File: src/panel_ctrl_pkg.sv
// ####################
// panel geometry, opcodes and memory types for the command decoder
// address packs row high, then column, then pixel byte
// ####################
`default_nettype none

package panel_ctrl_pkg;

    localparam int unsigned ROW_BITS = 4;
    localparam int unsigned COL_BITS = 5;
    // two bytes per pixel
    localparam int unsigned PIXEL_BITS = 1;
    localparam int unsigned ADDR_BITS = ROW_BITS + COL_BITS + PIXEL_BITS;
    localparam int unsigned MEM_DEPTH = 2 ** ADDR_BITS;
    localparam int unsigned BRIGHTNESS_LEVELS = 6;

    typedef logic [ADDR_BITS-1:0] ram_addr_t;
    typedef logic [7:0] ram_data_t;
    typedef logic [BRIGHTNESS_LEVELS-1:0] brightness_t;

    typedef enum logic [7:0] {
        RED_ON         = 8'h10,
        RED_OFF        = 8'h11,
        GREEN_ON       = 8'h12,
        GREEN_OFF      = 8'h13,
        BLUE_ON        = 8'h14,
        BLUE_OFF       = 8'h15,
        BRIGHT_ZERO    = 8'h20,
        // BRIGHT_k toggles plane BRIGHTNESS_LEVELS-k
        BRIGHT_ONE     = 8'h21,
        BRIGHT_TWO     = 8'h22,
        BRIGHT_THREE   = 8'h23,
        BRIGHT_FOUR    = 8'h24,
        BRIGHT_FIVE    = 8'h25,
        BRIGHT_SIX     = 8'h26,
        BRIGHT_ALL     = 8'h29,
        SET_BRIGHTNESS = 8'h30,
        BLANK_PANEL    = 8'h40,
        WRITE_PIXEL    = 8'h50
    } opcode_t;

endpackage

`default_nettype wire

File: src/mem_write_if.sv
// ####################
// one write port per command engine
// we is a one-cycle strobe, done may share the last write cycle
// ####################
`timescale 1ns/1ps
`default_nettype none

interface mem_write_if
    import panel_ctrl_pkg::*;
();

    ram_addr_t addr;
    ram_data_t data;
    logic we;
    logic done;

    modport engine (output addr, output data, output we, output done);

    modport dispatch (input addr, input data, input we, input done);

endinterface

`default_nettype wire

File: src/panel_blank_engine.sv
// ####################
// writes zero to every address, one per clock, from address 0
// first write one cycle after start, done with the last write
// ####################
`timescale 1ns/1ps
`default_nettype none

module panel_blank_engine
    import panel_ctrl_pkg::*;
(
    input wire logic clk_in,
    input wire logic reset,
    input wire logic start,
    mem_write_if.engine port
);

    logic running;
    ram_addr_t addr_q;
    logic last_addr;

    assign last_addr = running && (addr_q == ram_addr_t'(MEM_DEPTH - 1));

    always_ff @(posedge clk_in) begin
        if (reset) begin
            running <= 1'b0;
            addr_q <= '0;
        end else if (start) begin
            running <= 1'b1;
            addr_q <= '0;
        end else if (running) begin
            addr_q <= addr_q + 1'b1;
            if (last_addr) begin
                running <= 1'b0;
            end
        end
    end

    assign port.addr = addr_q;
    assign port.data = '0;
    assign port.we = running;
    assign port.done = last_addr;

endmodule

`default_nettype wire

File: src/panel_cmd_dispatch.sv
// ####################
// a byte is decoded at the edge that accepts it, nothing is buffered
// ready_for_data stays low for the whole blank sweep
// ####################
`timescale 1ns/1ps
`default_nettype none

module panel_cmd_dispatch
    import panel_ctrl_pkg::*;
(
    input wire logic clk_in,
    input wire logic reset,
    input wire logic [7:0] data_rx,
    input wire logic data_ready_n,
    output logic [2:0] rgb_enable,
    output brightness_t brightness_enable,
    output logic busy,
    output logic ready_for_data,
    output ram_addr_t ram_address,
    output ram_data_t ram_data_out,
    output logic ram_write_enable,
    output logic [7:0] arg_byte,
    output logic pixel_arg_valid,
    output logic pixel_start,
    output logic blank_start,
    mem_write_if.dispatch pixel_port,
    mem_write_if.dispatch blank_port
);

    typedef enum logic [1:0] {
        ST_IDLE,
        ST_BRIGHT_ARG,
        ST_PIXEL,
        ST_BLANK
    } cmd_state_t;

    cmd_state_t state;
    opcode_t opcode;
    logic accept;
    logic pixel_last;
    logic decode_en;

    assign opcode = opcode_t'(data_rx);
    assign ready_for_data = (state != ST_BLANK);
    assign accept = ~data_ready_n && ready_for_data;

    // the last pixel write goes out while the byte path is already free
    assign pixel_last = (state == ST_PIXEL) && pixel_port.done;
    assign busy = (state != ST_IDLE) && !pixel_last;
    assign decode_en = accept && !busy;

    assign arg_byte = data_rx;
    assign pixel_arg_valid = accept && (state == ST_PIXEL) && !pixel_last;
    assign pixel_start = decode_en && (opcode == WRITE_PIXEL);
    assign blank_start = decode_en && (opcode == BLANK_PANEL);

    always_ff @(posedge clk_in) begin
        if (reset) begin
            state <= ST_IDLE;
            rgb_enable <= 3'b111;
            brightness_enable <= '1;
        end else begin
            case (state)
                ST_BRIGHT_ARG: begin
                    if (accept) begin
                        brightness_enable <= data_rx[BRIGHTNESS_LEVELS-1:0];
                        state <= ST_IDLE;
                    end
                end
                ST_PIXEL: begin
                    if (pixel_last) begin
                        state <= ST_IDLE;
                    end
                end
                ST_BLANK: begin
                    if (blank_port.done) begin
                        state <= ST_IDLE;
                    end
                end
                default: begin
                end
            endcase

            // new opcode, may follow a pixel command's last argument directly
            if (decode_en) begin
                case (opcode)
                    RED_ON: rgb_enable[0] <= 1'b1;
                    RED_OFF: rgb_enable[0] <= 1'b0;
                    GREEN_ON: rgb_enable[1] <= 1'b1;
                    GREEN_OFF: rgb_enable[1] <= 1'b0;
                    BLUE_ON: rgb_enable[2] <= 1'b1;
                    BLUE_OFF: rgb_enable[2] <= 1'b0;
                    BRIGHT_ZERO: brightness_enable <= '0;
                    BRIGHT_ONE: brightness_enable[5] <= ~brightness_enable[5];
                    BRIGHT_TWO: brightness_enable[4] <= ~brightness_enable[4];
                    BRIGHT_THREE: brightness_enable[3] <= ~brightness_enable[3];
                    BRIGHT_FOUR: brightness_enable[2] <= ~brightness_enable[2];
                    BRIGHT_FIVE: brightness_enable[1] <= ~brightness_enable[1];
                    BRIGHT_SIX: brightness_enable[0] <= ~brightness_enable[0];
                    BRIGHT_ALL: brightness_enable <= '1;
                    SET_BRIGHTNESS: state <= ST_BRIGHT_ARG;
                    WRITE_PIXEL: state <= ST_PIXEL;
                    BLANK_PANEL: state <= ST_BLANK;
                    default: begin
                    end
                endcase
            end
        end
    end

    // memory port follows the active command
    always_comb begin
        ram_address = '0;
        ram_data_out = '0;
        ram_write_enable = 1'b0;
        case (state)
            ST_PIXEL: begin
                ram_address = pixel_port.addr;
                ram_data_out = pixel_port.data;
                ram_write_enable = pixel_port.we;
            end
            ST_BLANK: begin
                ram_address = blank_port.addr;
                ram_data_out = blank_port.data;
                ram_write_enable = blank_port.we;
            end
            default: begin
            end
        endcase
    end

endmodule

`default_nettype wire

File: src/panel_ctrl_top.sv
// ####################
// byte-wide command decoder for the panel frame memory
// data_ready_n low offers a byte, taken only while ready_for_data
// ####################
`timescale 1ns/1ps
`default_nettype none

module panel_ctrl_top
    import panel_ctrl_pkg::*;
(
    input wire logic clk_in,
    input wire logic reset,
    input wire logic [7:0] data_rx,
    input wire logic data_ready_n,
    output logic [2:0] rgb_enable,
    output brightness_t brightness_enable,
    output ram_addr_t ram_address,
    output ram_data_t ram_data_out,
    output logic ram_write_enable,
    output logic busy,
    output logic ready_for_data
);

    logic [7:0] arg_byte;
    logic pixel_arg_valid;
    logic pixel_start;
    logic blank_start;

    mem_write_if pixel_if ();
    mem_write_if blank_if ();

    panel_cmd_dispatch i_panel_cmd_dispatch (
        .clk_in           (clk_in),
        .reset            (reset),
        .data_rx          (data_rx),
        .data_ready_n     (data_ready_n),
        .rgb_enable       (rgb_enable),
        .brightness_enable(brightness_enable),
        .busy             (busy),
        .ready_for_data   (ready_for_data),
        .ram_address      (ram_address),
        .ram_data_out     (ram_data_out),
        .ram_write_enable (ram_write_enable),
        .arg_byte         (arg_byte),
        .pixel_arg_valid  (pixel_arg_valid),
        .pixel_start      (pixel_start),
        .blank_start      (blank_start),
        .pixel_port       (pixel_if.dispatch),
        .blank_port       (blank_if.dispatch)
    );

    pixel_write_engine i_pixel_write_engine (
        .clk_in   (clk_in),
        .reset    (reset),
        .start    (pixel_start),
        .arg_byte (arg_byte),
        .arg_valid(pixel_arg_valid),
        .port     (pixel_if.engine)
    );

    panel_blank_engine i_panel_blank_engine (
        .clk_in(clk_in),
        .reset (reset),
        .start (blank_start),
        .port  (blank_if.engine)
    );

endmodule

`default_nettype wire

File: src/pixel_write_engine.sv
// ####################
// argument order is row, column, data byte 0, data byte 1
// each data byte gives one registered write a cycle after its strobe
// ####################
`timescale 1ns/1ps
`default_nettype none

module pixel_write_engine
    import panel_ctrl_pkg::*;
(
    input wire logic clk_in,
    input wire logic reset,
    input wire logic start,
    input wire logic [7:0] arg_byte,
    input wire logic arg_valid,
    mem_write_if.engine port
);

    // 0 row, 1 column, 2 data byte 0, 3 data byte 1
    logic [1:0] arg_count;
    logic [ROW_BITS-1:0] row_q;
    logic [COL_BITS-1:0] col_q;
    ram_addr_t addr_q;
    ram_data_t data_q;
    logic we_q;
    logic done_q;

    always_ff @(posedge clk_in) begin
        if (reset) begin
            arg_count <= 2'd0;
            we_q <= 1'b0;
            done_q <= 1'b0;
        end else begin
            we_q <= 1'b0;
            done_q <= 1'b0;
            if (start) begin
                arg_count <= 2'd0;
            end else if (arg_valid) begin
                // wraps back to the row slot after data byte 1
                arg_count <= arg_count + 2'd1;
                case (arg_count)
                    2'd0: row_q <= arg_byte[ROW_BITS-1:0];
                    2'd1: col_q <= arg_byte[COL_BITS-1:0];
                    default: begin
                        // low counter bit picks the byte within the pixel
                        addr_q <= {row_q, col_q, arg_count[PIXEL_BITS-1:0]};
                        data_q <= arg_byte;
                        we_q <= 1'b1;
                        done_q <= (arg_count == 2'd3);
                    end
                endcase
            end
        end
    end

    assign port.addr = addr_q;
    assign port.data = data_q;
    assign port.we = we_q;
    assign port.done = done_q;

endmodule

`default_nettype wire
File: config.mk
export PLATFORM = sky130hd
export DESIGN_NAME = panel_ctrl_top
export DESIGN_NICKNAME = d
export VERILOG_FILES = /design/src/panel_ctrl_pkg.sv /design/src/mem_write_if.sv /design/src/panel_blank_engine.sv /design/src/panel_cmd_dispatch.sv /design/src/panel_ctrl_top.sv /design/src/pixel_write_engine.sv
export SDC_FILE = /design/constraint.sdc
export NUM_CORES = 1
export LEC_CHECK = 0
export CAP_MARGIN = 10
export CORE_MARGIN = 2
export CORE_UTILIZATION = 59
export CTS_BUF_LIST = sky130_fd_sc_hd__clkbuf_8
export CTS_CLUSTER_DIAMETER = 120
export DETAILED_ROUTE_END_ITERATION = 10
export DONT_BUFFER_PORTS = 1
export HOLD_SLACK_MARGIN = 0.12
export PLACE_DENSITY = 0.81
export SLEW_MARGIN = 20
export SYNTH_ARGS = -nofsm -noshare
export SYNTH_HDL_FRONTEND = slang
export SYNTH_SLANG_ARGS = --single-unit
File: constraint.sdc
create_clock -name clk_in -period 2.7 [get_ports clk_in]
set_input_delay 0.54 -clock clk_in [delete_from_list [all_inputs] [get_ports clk_in]]
set_output_delay 0.54 -clock clk_in [all_outputs]
set_load 0.02 [all_outputs]
After elaboration in Yosys (flattened, before gate mapping)
Cells that the tools add are included.
Widths: inputs -> output; s select.

word-level totals
  RAM bits = 0
  memories kept = 0
  bits in latches = 0
  ROM bits = 0
  output and inout bits = 30
  register bits = 53
  logic and storage cells = 103
  bits of input ports = 11

operators by class
  muxes and demuxes = 25
  reduce and logical (&&, ||, !) cells = 27
  div/mod/pow operators = 0
  bitwise logic cells = 11
  add/subtract/negate cells = 2
  order comparisons = 0
  multipliers = 0
  eq/ne operators = 24
  shift operators = 0

operator list
  operator               count
  $eq 8x6->1 const B     9
  $eq 8x5->1 const B     6
  $pmux 10 s2            1
  $mux 6                 3
  $pmux 1 s3             6
  $eq 8x7->1 const B     2
  $pmux 2 s3             2
  $reduce_and 4->1       3
  $not 1->1              11
  $add 10x1->10 const B  1
  $eq 10x10->1 const B   1
  $logic_and 1x1->1      9
  $mux 2                 4
  $mux 8                 1
  $pmux 1 s2             4
  $reduce_bool 2->1      4
  $eq 2x2->1 const B     3
  $reduce_and 2->1       3
  $reduce_or 2->1        3
  $reduce_or 5->1        1
  $eq 2x1->1 const B     2
  $mux 1                 4
  $reduce_or 3->1        1
  $add 2x1->2 const B    1
  3 further kinds        4

Logic depth before layout (Yosys ltp)
Gate-level depths: netlist of run 1.

  depth after elaboration = 9
  depth in mapped cells = 6
  gate-level depth less buffers = 5

Hierarchy
From an unflattened synthesis of run 1, not the netlist that was laid out.

second synthesis, totals
  cell total of the unflattened synthesis = 257
  area, all modules = 2800.2 um2

modules (own cells, without submodules)
  module              seq. area each (um2)  area each (um2)  cells an instance  times used
  panel_cmd_dispatch  220.2                 1221.2           146                1
  pixel_write_engine  890.9                 1021.0           47                 1
  panel_blank_engine  220.2                 558.0            64                 1

Least setup slack after synthesis of run 1
No wires, ideal clock.

  kind = register -> register
  start point = register i_panel_cmd_dispatch.state[0]
  end point = register i_pixel_write_engine.addr_q[0], in the netlist i_pixel_write_engine.port.addr[0] (enable)
  period minus slack after synthesis = 2.926 ns
  library setup time = 0.421 ns
  path buffers = 1
  slack = -0.226 ns
  arrival = 2.505 ns
  stages on the path, launching flop included = 6
  required time = 2.279 ns
  path through = dfxtp_1 > buf_2 > nor2b_1 > nand2b_1 > nor3_1 > nor3b_1

on the way
  longest elaborated chain between the ends = 9
  elaborated cells on any way between the ends = 14
  classes of those cells = eq/ne (2); bitwise (1); reduce/logical (11)

ends and longest elaborated chain
  item                                   line                                                RTL
  from (decl)                            panel_cmd_dispatch.sv:37                            cmd_state_t state;
  from (signal assigned)                 panel_cmd_dispatch.sv:59                            state <= ST_IDLE;
  from (signal assigned)                 panel_cmd_dispatch.sv:67                            state <= ST_IDLE;
  from (signal assigned)                 panel_cmd_dispatch.sv:72                            state <= ST_IDLE;
  $eq 2x2->1                             panel_cmd_dispatch.sv:48, panel_cmd_dispatch.sv:53
  $logic_and 1x1->1                      panel_cmd_dispatch.sv:48                            assign pixel_last = (state == ST_PIXEL) && pixel_port.done;
  $logic_not 1->1                        panel_cmd_dispatch.sv:49, panel_cmd_dispatch.sv:53
  $logic_and 1x1->1                      panel_cmd_dispatch.sv:49                            assign busy = (state != ST_IDLE) && !pixel_last;
  $logic_not 1->1                        panel_cmd_dispatch.sv:50                            assign decode_en = accept && !busy;
  $logic_and 1x1->1                      panel_cmd_dispatch.sv:50
  $logic_and 1x1->1                      panel_cmd_dispatch.sv:54                            assign pixel_start = decode_en && (opcode == WRITE_PIXEL);
  $not 1->1 (no source line)             -
  $reduce_and 4->1 (no source line) (*)  -
  to (signal assigned)                   pixel_write_engine.sv:46                            addr_q <= {row_q, col_q, arg_count[PIXEL_BITS-1:0]};
  to (decl)                              pixel_write_engine.sv:23                            ram_addr_t addr_q;

Every way passes the cells marked *; elsewhere a longest branch is shown, timed or not.
A chain may end at the register's enable or synchronous reset.

Final worst setup path of run 1
  start point = register i_panel_cmd_dispatch.state[0]
  end point = output ram_data_out[7]

on the way
  longest elaborated chain between the ends = 2

ends and longest elaborated chain
  item        line                       RTL
  $eq 2x2->1  panel_cmd_dispatch.sv:116  case (state)
  $mux 8      panel_cmd_dispatch.sv:116
  to (decl)   panel_ctrl_top.sv:18       output ram_data_t ram_data_out,

No other way between the ends.

==> results of run 1 <==
-- stage by stage --
stage	std cells	total power, mW	util
floorplan	217	0.894	-
CTS	270	1.43	0.655
global route	270	1.48	0.655
detailed placement	262	0.891	0.626
global placement	262	0.890	0.626
finish	270	1.43	0.655
-- worst reg2reg max path, stage by stage (launching register included) --
cell and delay [ns]:
dfxtp_1 0.83, nor3b_2 0.63, mux2i_1 0.25, a21oi_1 0.06, a311o_1 0.33
-- kinds of logic (layout without fill, tap and decap cells) --
logic type / after synthesis / after routing / synth area share
and+or+nand+nor: 93 / 93 / 0.221
DFF: 53 / 53 / 0.542
AOI/OAI and AO/OA: 23 / 23 / 0.0719
muxes: 19 / 19 / 0.0790
buffers and inverters: 14 / 17 / 0.0260
xor gates and xnor gates: 11 / 11 / 0.0392
adders and majority gates: 4 / 4 / 0.0204
-- Yosys cell counts (2+ instances only) --
cell      number
buf_2          3
a211o_1        2
nand4_1        6
inv_1          6
or2_2          2
nor2b_1       13
o21bai_1       3
nand3b_1       4
mux2i_1       16
nor3b_1        2
o211ai_1       3
a311o_1        2
nor3_1         4
ha_1           4
clkbuf_1       3
mux2_2         3
nor2_1        22
xor2_1         8
nand2_1        7
xnor2_1        3
a31oi_1        2
nand3_1        9
edfxtp_1      27
and2_1        11
dfxtp_1       26
and3_1         2
nand2b_1       2
a21oi_1        3
-- flip-flops by register name, indices dropped and copies added, names as in the netlist --
signal	flops
i_pixel_write_engine.col_q	5
i_panel_cmd_dispatch.rgb_enable	3
i_pixel_write_engine.row_q	4
i_pixel_write_engine.arg_count	2
i_panel_blank_engine.port.addr	10
i_pixel_write_engine.port.we	1
i_panel_cmd_dispatch.state	2
i_pixel_write_engine.port.data	8
i_pixel_write_engine.port.addr	10
i_panel_cmd_dispatch.brightness_enable	6
i_panel_blank_engine.port.we	1
i_pixel_write_engine.port.done	1
-- where the power goes --
group	internal [mW]	switching [mW]
Combinational	0.0125	0.0158
Clock	0.283	0.276
Sequential	0.842	0.00238
-- worst paths after layout --
path | to | slack [ns] | cells past startpoint | start
hold / removal | i_panel_cmd_dispatch.state[1] | 0.29 | 1 | reset
setup / recovery | ram_data_out[7] | 0.44 | 3 | i_panel_cmd_dispatch.state[0]
hold reg to reg | i_pixel_write_engine.port.addr[5] | 0.43 | 0 | i_pixel_write_engine.col_q[4]
setup reg to reg | i_panel_cmd_dispatch.brightness_enable[5] | 0.51 | 4 | i_panel_cmd_dispatch.state[0]
-- metal layers --
layer	global-route usage	wire length, µm	vias up
li1	-	-	783
met1	0.281	2050	738
met2	0.332	2100	61
met3	0.0909	392	11
met4	0.0625	70	0
met5	0	0	-
-- cell type report --
type | instances | area, µm²
clock buffer | 5 | 68.8
clock inverter | 3 | 47.5
fill | 317 | 1380
inverter | 6 | 22.5
multi-input combinational | 150 | 1060
sequential | 53 | 1330
tap | 50 | 62.6
timing repair buffer | 3 | 22.5
==> run metrics, run 1 <==
post-route cell area about 2600 µm²; Overflow after GRT 0; Syn Nets ~230; hold slack 0.286 ns; Root Driver clkbuf_8; Reg clk slew, reported paths about 0.10 ns; Die X 68.5 µm; total wire length 4620 µm; 1st-iter DRT viols 93; PostCTS Resize Cnt 0; vias in the first global route 1,492; postcts setup bufs 0; RSZ-0062 raised after global routing no; Placed Instance Area 2500 µm²; HPWL Detailed 3330 µm; global-route wire length before repair 7230 µm; drt wl/cell 17.1 µm; power per cell area 546 nW/µm²; post-detailed-route count of antenna-violating nets 0; Slowest cell on crit path dfxtp_1; Yosys top cell area share 0.330; share of cells above drive strength 1 0.100; fin crit share 0.839; Port Buffers 0; most common cell after layout, fill and taps aside edfxtp_1; Max Transition Viols Final 0; Synth area leaders edfxtp_1 33%, dfxtp_1 21%, mux2i_1 6.5%; # IOs 41; number of synthesized flops with an enable pin 27; clk_skew 0.0125 ns; Final Hold Viols 0; setup_tns 0 ns; Post-synth ARST share 0; cell area after synthesis 2450 µm²; CP top delay family flip-flops; Die H 68.5 µm; first drt pass iteration count 4; Leak ~0.87 nW; Worst EP arrival 1.72 ns; largest net degree at the start of global routing 19; Setup WS post-layout 0.435 ns; Worst Max-Slew Pin Slew 0.759 ns; CTS Sinks 53; number of synthesized register bits 53; Synth area leader edfxtp_1; fin crit period about 2.3 ns; synth unique cells 47; Clk Latency, worst-skew pair 0.31 ns; Post-synth top flop edfxtp_1; Initial Util 0.614; Worst Path Required 2.16 ns; area grow syn2layout 6.73%; vias per cell 5.90; Slew headroom 0.494; Place WS 0.560 ns; initial antenna violation count 0; Final setup violation count 0; status complete, no violations; crit-path max cell delay 0.83 ns; WS Path Type flop to output pin; TritonCTS buffer count 5; ANT cells 0; DRC 0; global-route usage over all layers 0.216; syn avg cell area 11.3 µm²; Std-Cell Rows 23; commonest cells after routing, fill and taps aside 27 x edfxtp_1, 26 x dfxtp_1, 22 x nor2_1, 16 x mux2i_1, 13 x nor2b_1; gpl congestion ~0.84; maximum clock path buffer count 2; Setup crit end kind output pin; Max rail drop VDD 574 µV; Placeable Area 4000 µm²; CTS tree yes; Synth Warn # 0; H-tree depth 2; gate count of the mapped netlist 217; hold_buf cts 0; worst min path class primary input to flop; die area 4690 µm²; CP max FO 18; max cap viols 0; Fmax achieved approximately 440 MHz; CP Buf/Inv Count 1; Via Count around 1,600; nets 234; CP cell instances nor2b_1 -> buf_4 -> and2_1; critical path launch point type flop; Seq/Total Area, Yosys 0.542
Note: power is estimated with default switching activity, not from simulation.
==> run 2, diff against run 1 <==
==> constraint.sdc (replaced) <==
create_clock -name clk_in -period 1.9 [get_ports clk_in]
set_input_delay 0.38 -clock clk_in [delete_from_list [all_inputs] [get_ports clk_in]]
set_output_delay 0.38 -clock clk_in [all_outputs]
set_load 0.02 [all_outputs]
==> run 2 against run 1 <==
  * Register-to-register slack worse by 0.32 ns
  * Setup slack worse by 0.34 ns
  * Cell count is 8.1% higher
  * Highest routed layer unchanged
  * Core utilization is 4.3 points higher
  * Clock power is 16% higher
==> run metrics, run 2 (synthesis results as in run 1) <==
status complete, no violations; CTS tree yes; ANT cells 0; Final setup violation count 0; power per cell area 680 nW/µm²; fin crit share 0.952; CTS Sinks 53; r2r setup slk 0.19 ns; Fmax achieved approximately 550 MHz; Clk Latency, worst-skew pair between 0.3 and 0.4 ns; Setup WS post-layout around 0.090 ns; Reg power frac 0.632; initial antenna violation count 0; TritonCTS buffer count 5; total wire length 5060 µm; Reg clk slew, reported paths 0.10 ns; nets 256; Die H between 60 and 70 µm; r2r startpoint i_panel_cmd_dispatch.state[0]; Port Buffers 0; capturing point of the worst reg2reg path i_panel_cmd_dispatch.rgb_enable[2]; die area approximately 4700 µm²; most common cell after layout, fill and taps aside edfxtp_1; share of cells above drive strength 1 0.186; Hold EP i_panel_cmd_dispatch.state[1]; worst min path class primary input to flop; switching power slightly above 0.4 mW; setup_tns 0 ns; Slew headroom 0.695; max cap viols 0; # IOs 41; Overflow after GRT 0; Worst Path Required 1.52 ns; RSZ-0062 raised after global routing no; 1st-iter DRT viols roughly 130; maximum clock path buffer count 2; critical path launch point type flop; post-detailed-route count of antenna-violating nets 0; Via Count 1,743; hold path cells 1; area grow syn2layout 13.7%; min-delay src reset; HPWL Detailed 3720 µm; switching portion of total power 0.217; Placeable Area 4000 µm²; global-route usage over all layers 0.236; WS Path Type flop to output pin; drt wl/cell 17.3 µm; Initial Util 0.614; gpl congestion 0.863; first drt pass iteration count 4; Max rail drop VDD 435 µV; Gate power share 0.026; global-route wire length before repair 8020 µm; Max Transition Viols Final 0; vias per cell 5.97; Setup crit end kind output pin; CP max FO 9; H-tree depth 2; fin crit period 1.81 ns; postcts setup bufs 0; clk_skew between 0.003 and 0.004 ns; Die X 68.5 µm; Leak 0.979 nW; Worst Max-Slew Pin Slew 0.457 ns; vias in the first global route 1,655; Worst EP arrival 1.43 ns; largest net degree at the start of global routing 19; commonest cells after routing, fill and taps aside 27 x edfxtp_1, 25 x dfxtp_1, 22 x nor2_1, 22 x buf_4, 16 x mux2i_1; R2R cell count 4; internal power about 1.5 mW; Root Driver clkbuf_8; Final Hold Viols 0; Place WS 0.0690 ns; DRC 0; Clock power frac 0.342; Std-Cell Rows 23
## run 2: final cells by class
type                       instances  area [µm²]
clock buffer                       5        68.8
clock inverter                     3        25.0
fill                             280        1210
inverter                           6        22.5
multi-input combinational        150        1080
sequential                        53        1330
tap                               50        62.6
timing repair buffer              25         196
## run 2: worst max-delay path, stage by stage (launching register included)
cell	delay (ns)
dfxtp_2	0.43
buf_6	0.19
mux2i_1	0.26
nor2b_1	0.08
buf_4	0.16
## run 2: stage by stage
stage / utilization / cells / instance area (µm²) / power (mW) / hold slack [ns]
after floorplan: - / 217 / 2480 / 1.27 / 0.400
after global placement: 0.668 / 282 / 2670 / 1.27 / 0.401
after detailed placement: 0.668 / 282 / 2670 / 1.27 / 0.407
after CTS: 0.694 / 291 / 2780 / 1.91 / 0.123
after global routing: 0.698 / 292 / 2790 / 1.96 / 0.120
final: 0.698 / 292 / 2790 / 1.90 / 0.126
## run 2: what timing repair did
action,4_1_cts,5_1_grt
endpoints found under the setup margin,4,2
resized for setup,1,1
hold buffers,1,1
endpoints found under the hold margin,1,1
## run 2: worst max path at each step
stage / start / endpoint / slack (ns) / cells past startpoint
global placement: data_rx[4] / i_panel_cmd_dispatch.brightness_enable[5] / 0.12 / 4
detailed placement: data_rx[5] / i_panel_cmd_dispatch.rgb_enable[2] / 0.07 / 4
CTS: i_panel_cmd_dispatch.state[0] / ram_address[8] / 0.06 / 4
floorplan: i_panel_cmd_dispatch.state[0] / i_pixel_write_engine.port.addr[0] / 0.05 / 5
finish: i_panel_cmd_dispatch.state[0] / ram_address[8] / 0.09 / 4
global route: i_panel_cmd_dispatch.state[1] / i_panel_blank_engine.port.addr[1] / 0.003 / 5
## run 2: power by group through the flow
stage               sequential, mW  combinational (mW)  clock (mW)
floorplan                     1.23              0.0456           0
global placement              1.23              0.0434           0
detailed placement            1.23              0.0450           0
CTS                           1.20              0.0471       0.659
global route                  1.20              0.0546       0.706
finish                        1.20              0.0501       0.650
## run 2: routing by layer
| metal | wire length [µm] | up-vias | global-route usage | part of all wire |
|---|---|---|---|---|
| li1 | - | 827 | - | - |
| met1 | 2250 | 858 | 0.325 | 0.45 |
| met2 | 2440 | 49 | 0.363 | 0.48 |
| met3 | 296 | 9 | 0.0617 | 0.058 |
| met4 | 74 | 0 | 0.0825 | 0.015 |
| met5 | 0 | - | 0 | 0 |
==> run 3, diff against run 2 <==
--- a/config.mk
+++ b/config.mk
@@ -14,6 +14,7 @@
 export DONT_BUFFER_PORTS = 1
 export HOLD_SLACK_MARGIN = 0.12
 export PLACE_DENSITY = 0.81
+export SETUP_SLACK_MARGIN = 0.3
 export SLEW_MARGIN = 20
 export SYNTH_ARGS = -nofsm -noshare
 export SYNTH_HDL_FRONTEND = slang
==> run 3 against run 2 <==
  * Non-clock buffer count up 18
  * Sequential power is essentially flat
  * Via count rose by 11%
  * Combinational power rose by 42%
  * Cell count is 6.5% higher
  * Sequential share of layout area decreased by 5.4 points
  * Final area is 13% higher
  * Routed wire length increased by 33%
  * Clock power grew 4.3%
  * Core utilization up 9.3 points
  * Critical path type is now flop to flop
  * Largest power group unchanged
==> run metrics, run 3 (synthesis results as in run 1) <==
status complete, no violations; fin crit period 1.76 ns; power per cell area just over 600 nW/µm²; Final setup violation count 0; Via Count approximately 1,900; Fmax achieved 570 MHz; Setup crit end i_pixel_write_engine.port.addr[2]; worst min path class primary input to flop; DRC 0; post-detailed-route count of antenna-violating nets 0; placed cell count 280; commonest cells after routing, fill and taps aside 32 x buf_4, 27 x edfxtp_1, 24 x dfxtp_1, 21 x nor2_1, 15 x mux2i_1; Port Buffers 0; Setup WS post-layout 0.145 ns; Clk Latency, worst-skew pair 0.31 ns; Reg clk slew, reported paths 0.10 ns; capturing point of the worst reg2reg path i_pixel_write_engine.port.addr[2]; CTS Sinks 53; gpl congestion 0.900; R2R cell count 7; HPWL Detailed 3820 µm; die area roughly 4700 µm²; Non-Filler Instances 311; vias in the first global route 1,797; max cap viols 0; Die X around 69 µm; Setup crit start i_panel_cmd_dispatch.state[0]; Initial Util 0.614; most common cell after layout, fill and taps aside buf_4; Die H 68.5 µm; global-route usage over all layers 0.272; Place WS 0.0618 ns; Max rail drop VDD 705 µV; Worst Max-Slew Pin Slew about 0.43 ns; area grow syn2layout 28.9%; r2r startpoint i_panel_cmd_dispatch.state[0]; Root Driver clkbuf_8; nets 275; fin crit share 0.924; clk_skew 0.00957 ns; Final Hold Viols 0; first drt pass iteration count 4; drt wl/cell 21.7 µm; fillers 222; vias per cell 6.23; H-tree depth 2; setup_tns 0 ns; TritonCTS buffer count 5; Max Transition Viols Final 0; critical path launch point type flop; Overflow after GRT 0; Leak 1.14 nW; 1st-iter DRT viols 215; CTS tree yes; Std-Cell Rows 23; maximum clock path buffer count 2; global-route wire length before repair 9030 µm; initial antenna violation count 0; CP max FO 5; Worst EP arrival about 1.8 ns; r2r setup slk 0.14 ns; WS Path Type flop to flop; total wire length 6750 µm; ANT cells 0; # IOs 41; share of cells above drive strength 1 0.326; largest net degree at the start of global routing 20; Placeable Area around 4000 µm²; Setup crit end kind flop; RSZ-0062 raised after global routing yes; Slew headroom 0.712; Worst Path Required ~1.9 ns
==> run 3: cell type report <==
cell class | instances | area [µm²] | area share
Sequential cell | 53 | 1340 | 0.423
Multi-Input combinational cell | 151 | 1240 | 0.392
Timing Repair Buffer | 43 | 402 | 0.127
Clock buffer | 5 | 68.8 | 0.0217
Tap cell | 50 | 62.6 | 0.0198
Clock inverter | 3 | 28.8 | 0.00909
Inverter | 6 | 22.5 | 0.00712
==> run 3: power breakdown <==
group / total (mW) / switching [mW] / internal [mW] / leakage (nW)
Combinational: 0.0710 / 0.0335 / 0.0374 / 0.634
Clock: 0.678 / 0.402 / 0.276 / 0.0506
Sequential: 1.20 / 0.00313 / 1.19 / 0.454
Total: 1.95 / 0.439 / 1.51 / 1.14
==> run 3: worst min-delay path by stage <==
| stage | depth (start not counted) | slack (ns) | start | to |
|---|---|---|---|---|
| after global routing | 1 | 0.12 | reset | i_panel_blank_engine.port.we |
| after global placement | 0 | 0.40 | i_pixel_write_engine.col_q[0] | i_pixel_write_engine.port.addr[1] |
| after CTS | 1 | 0.14 | reset | i_panel_blank_engine.port.we |
| final | 1 | 0.13 | reset | i_panel_blank_engine.port.we |
| after floorplan | 0 | 0.40 | i_pixel_write_engine.col_q[0] | i_pixel_write_engine.port.addr[1] |
| after detailed placement | 0 | 0.41 | i_pixel_write_engine.row_q[1] | i_pixel_write_engine.port.addr[7] |
==> run 3: timing repair <==
item,4_1_cts,5_1_grt
pin swaps,11,14
cloned,3,1
hold buffers,1,0
endpoints found under the setup margin,67,62
gates resized for setup,30,22
buffers inserted,6,12
endpoints found under the hold margin,2,0
==> run 3: through the flow <==
stage | power [mW] | utilization | hold slack [ns] | instance area (µm²)
3_5_place_dp | 1.27 | 0.668 | 0.406 | 2670
6_report | 1.95 | 0.791 | 0.135 | 3160
4_1_cts | 1.94 | 0.738 | 0.137 | 2950
5_1_grt | 2.00 | 0.791 | 0.116 | 3160
2_1_floorplan | 1.27 | - | 0.400 | 2490
3_3_place_gp | 1.27 | 0.668 | 0.404 | 2670
==> run 3: worst max-delay path, cell delays in order, from the launching register on <==
cell and delay [ns]:
dfxtp_4 0.39, buf_6 0.13, nor2b_4 0.15, nand2b_4 0.09
nor3_4 0.17, nor3b_4 0.28, buf_6 0.15, clkbuf_16 0.13
==> run 3: layer usage <==
metal  track usage  vias up  part of all wire
met3        0.0682       24             0.071
met5             0        -                 0
met1         0.341      933              0.39
met2         0.469      110              0.51
met4        0.0700        0             0.029
li1              -      869                 -
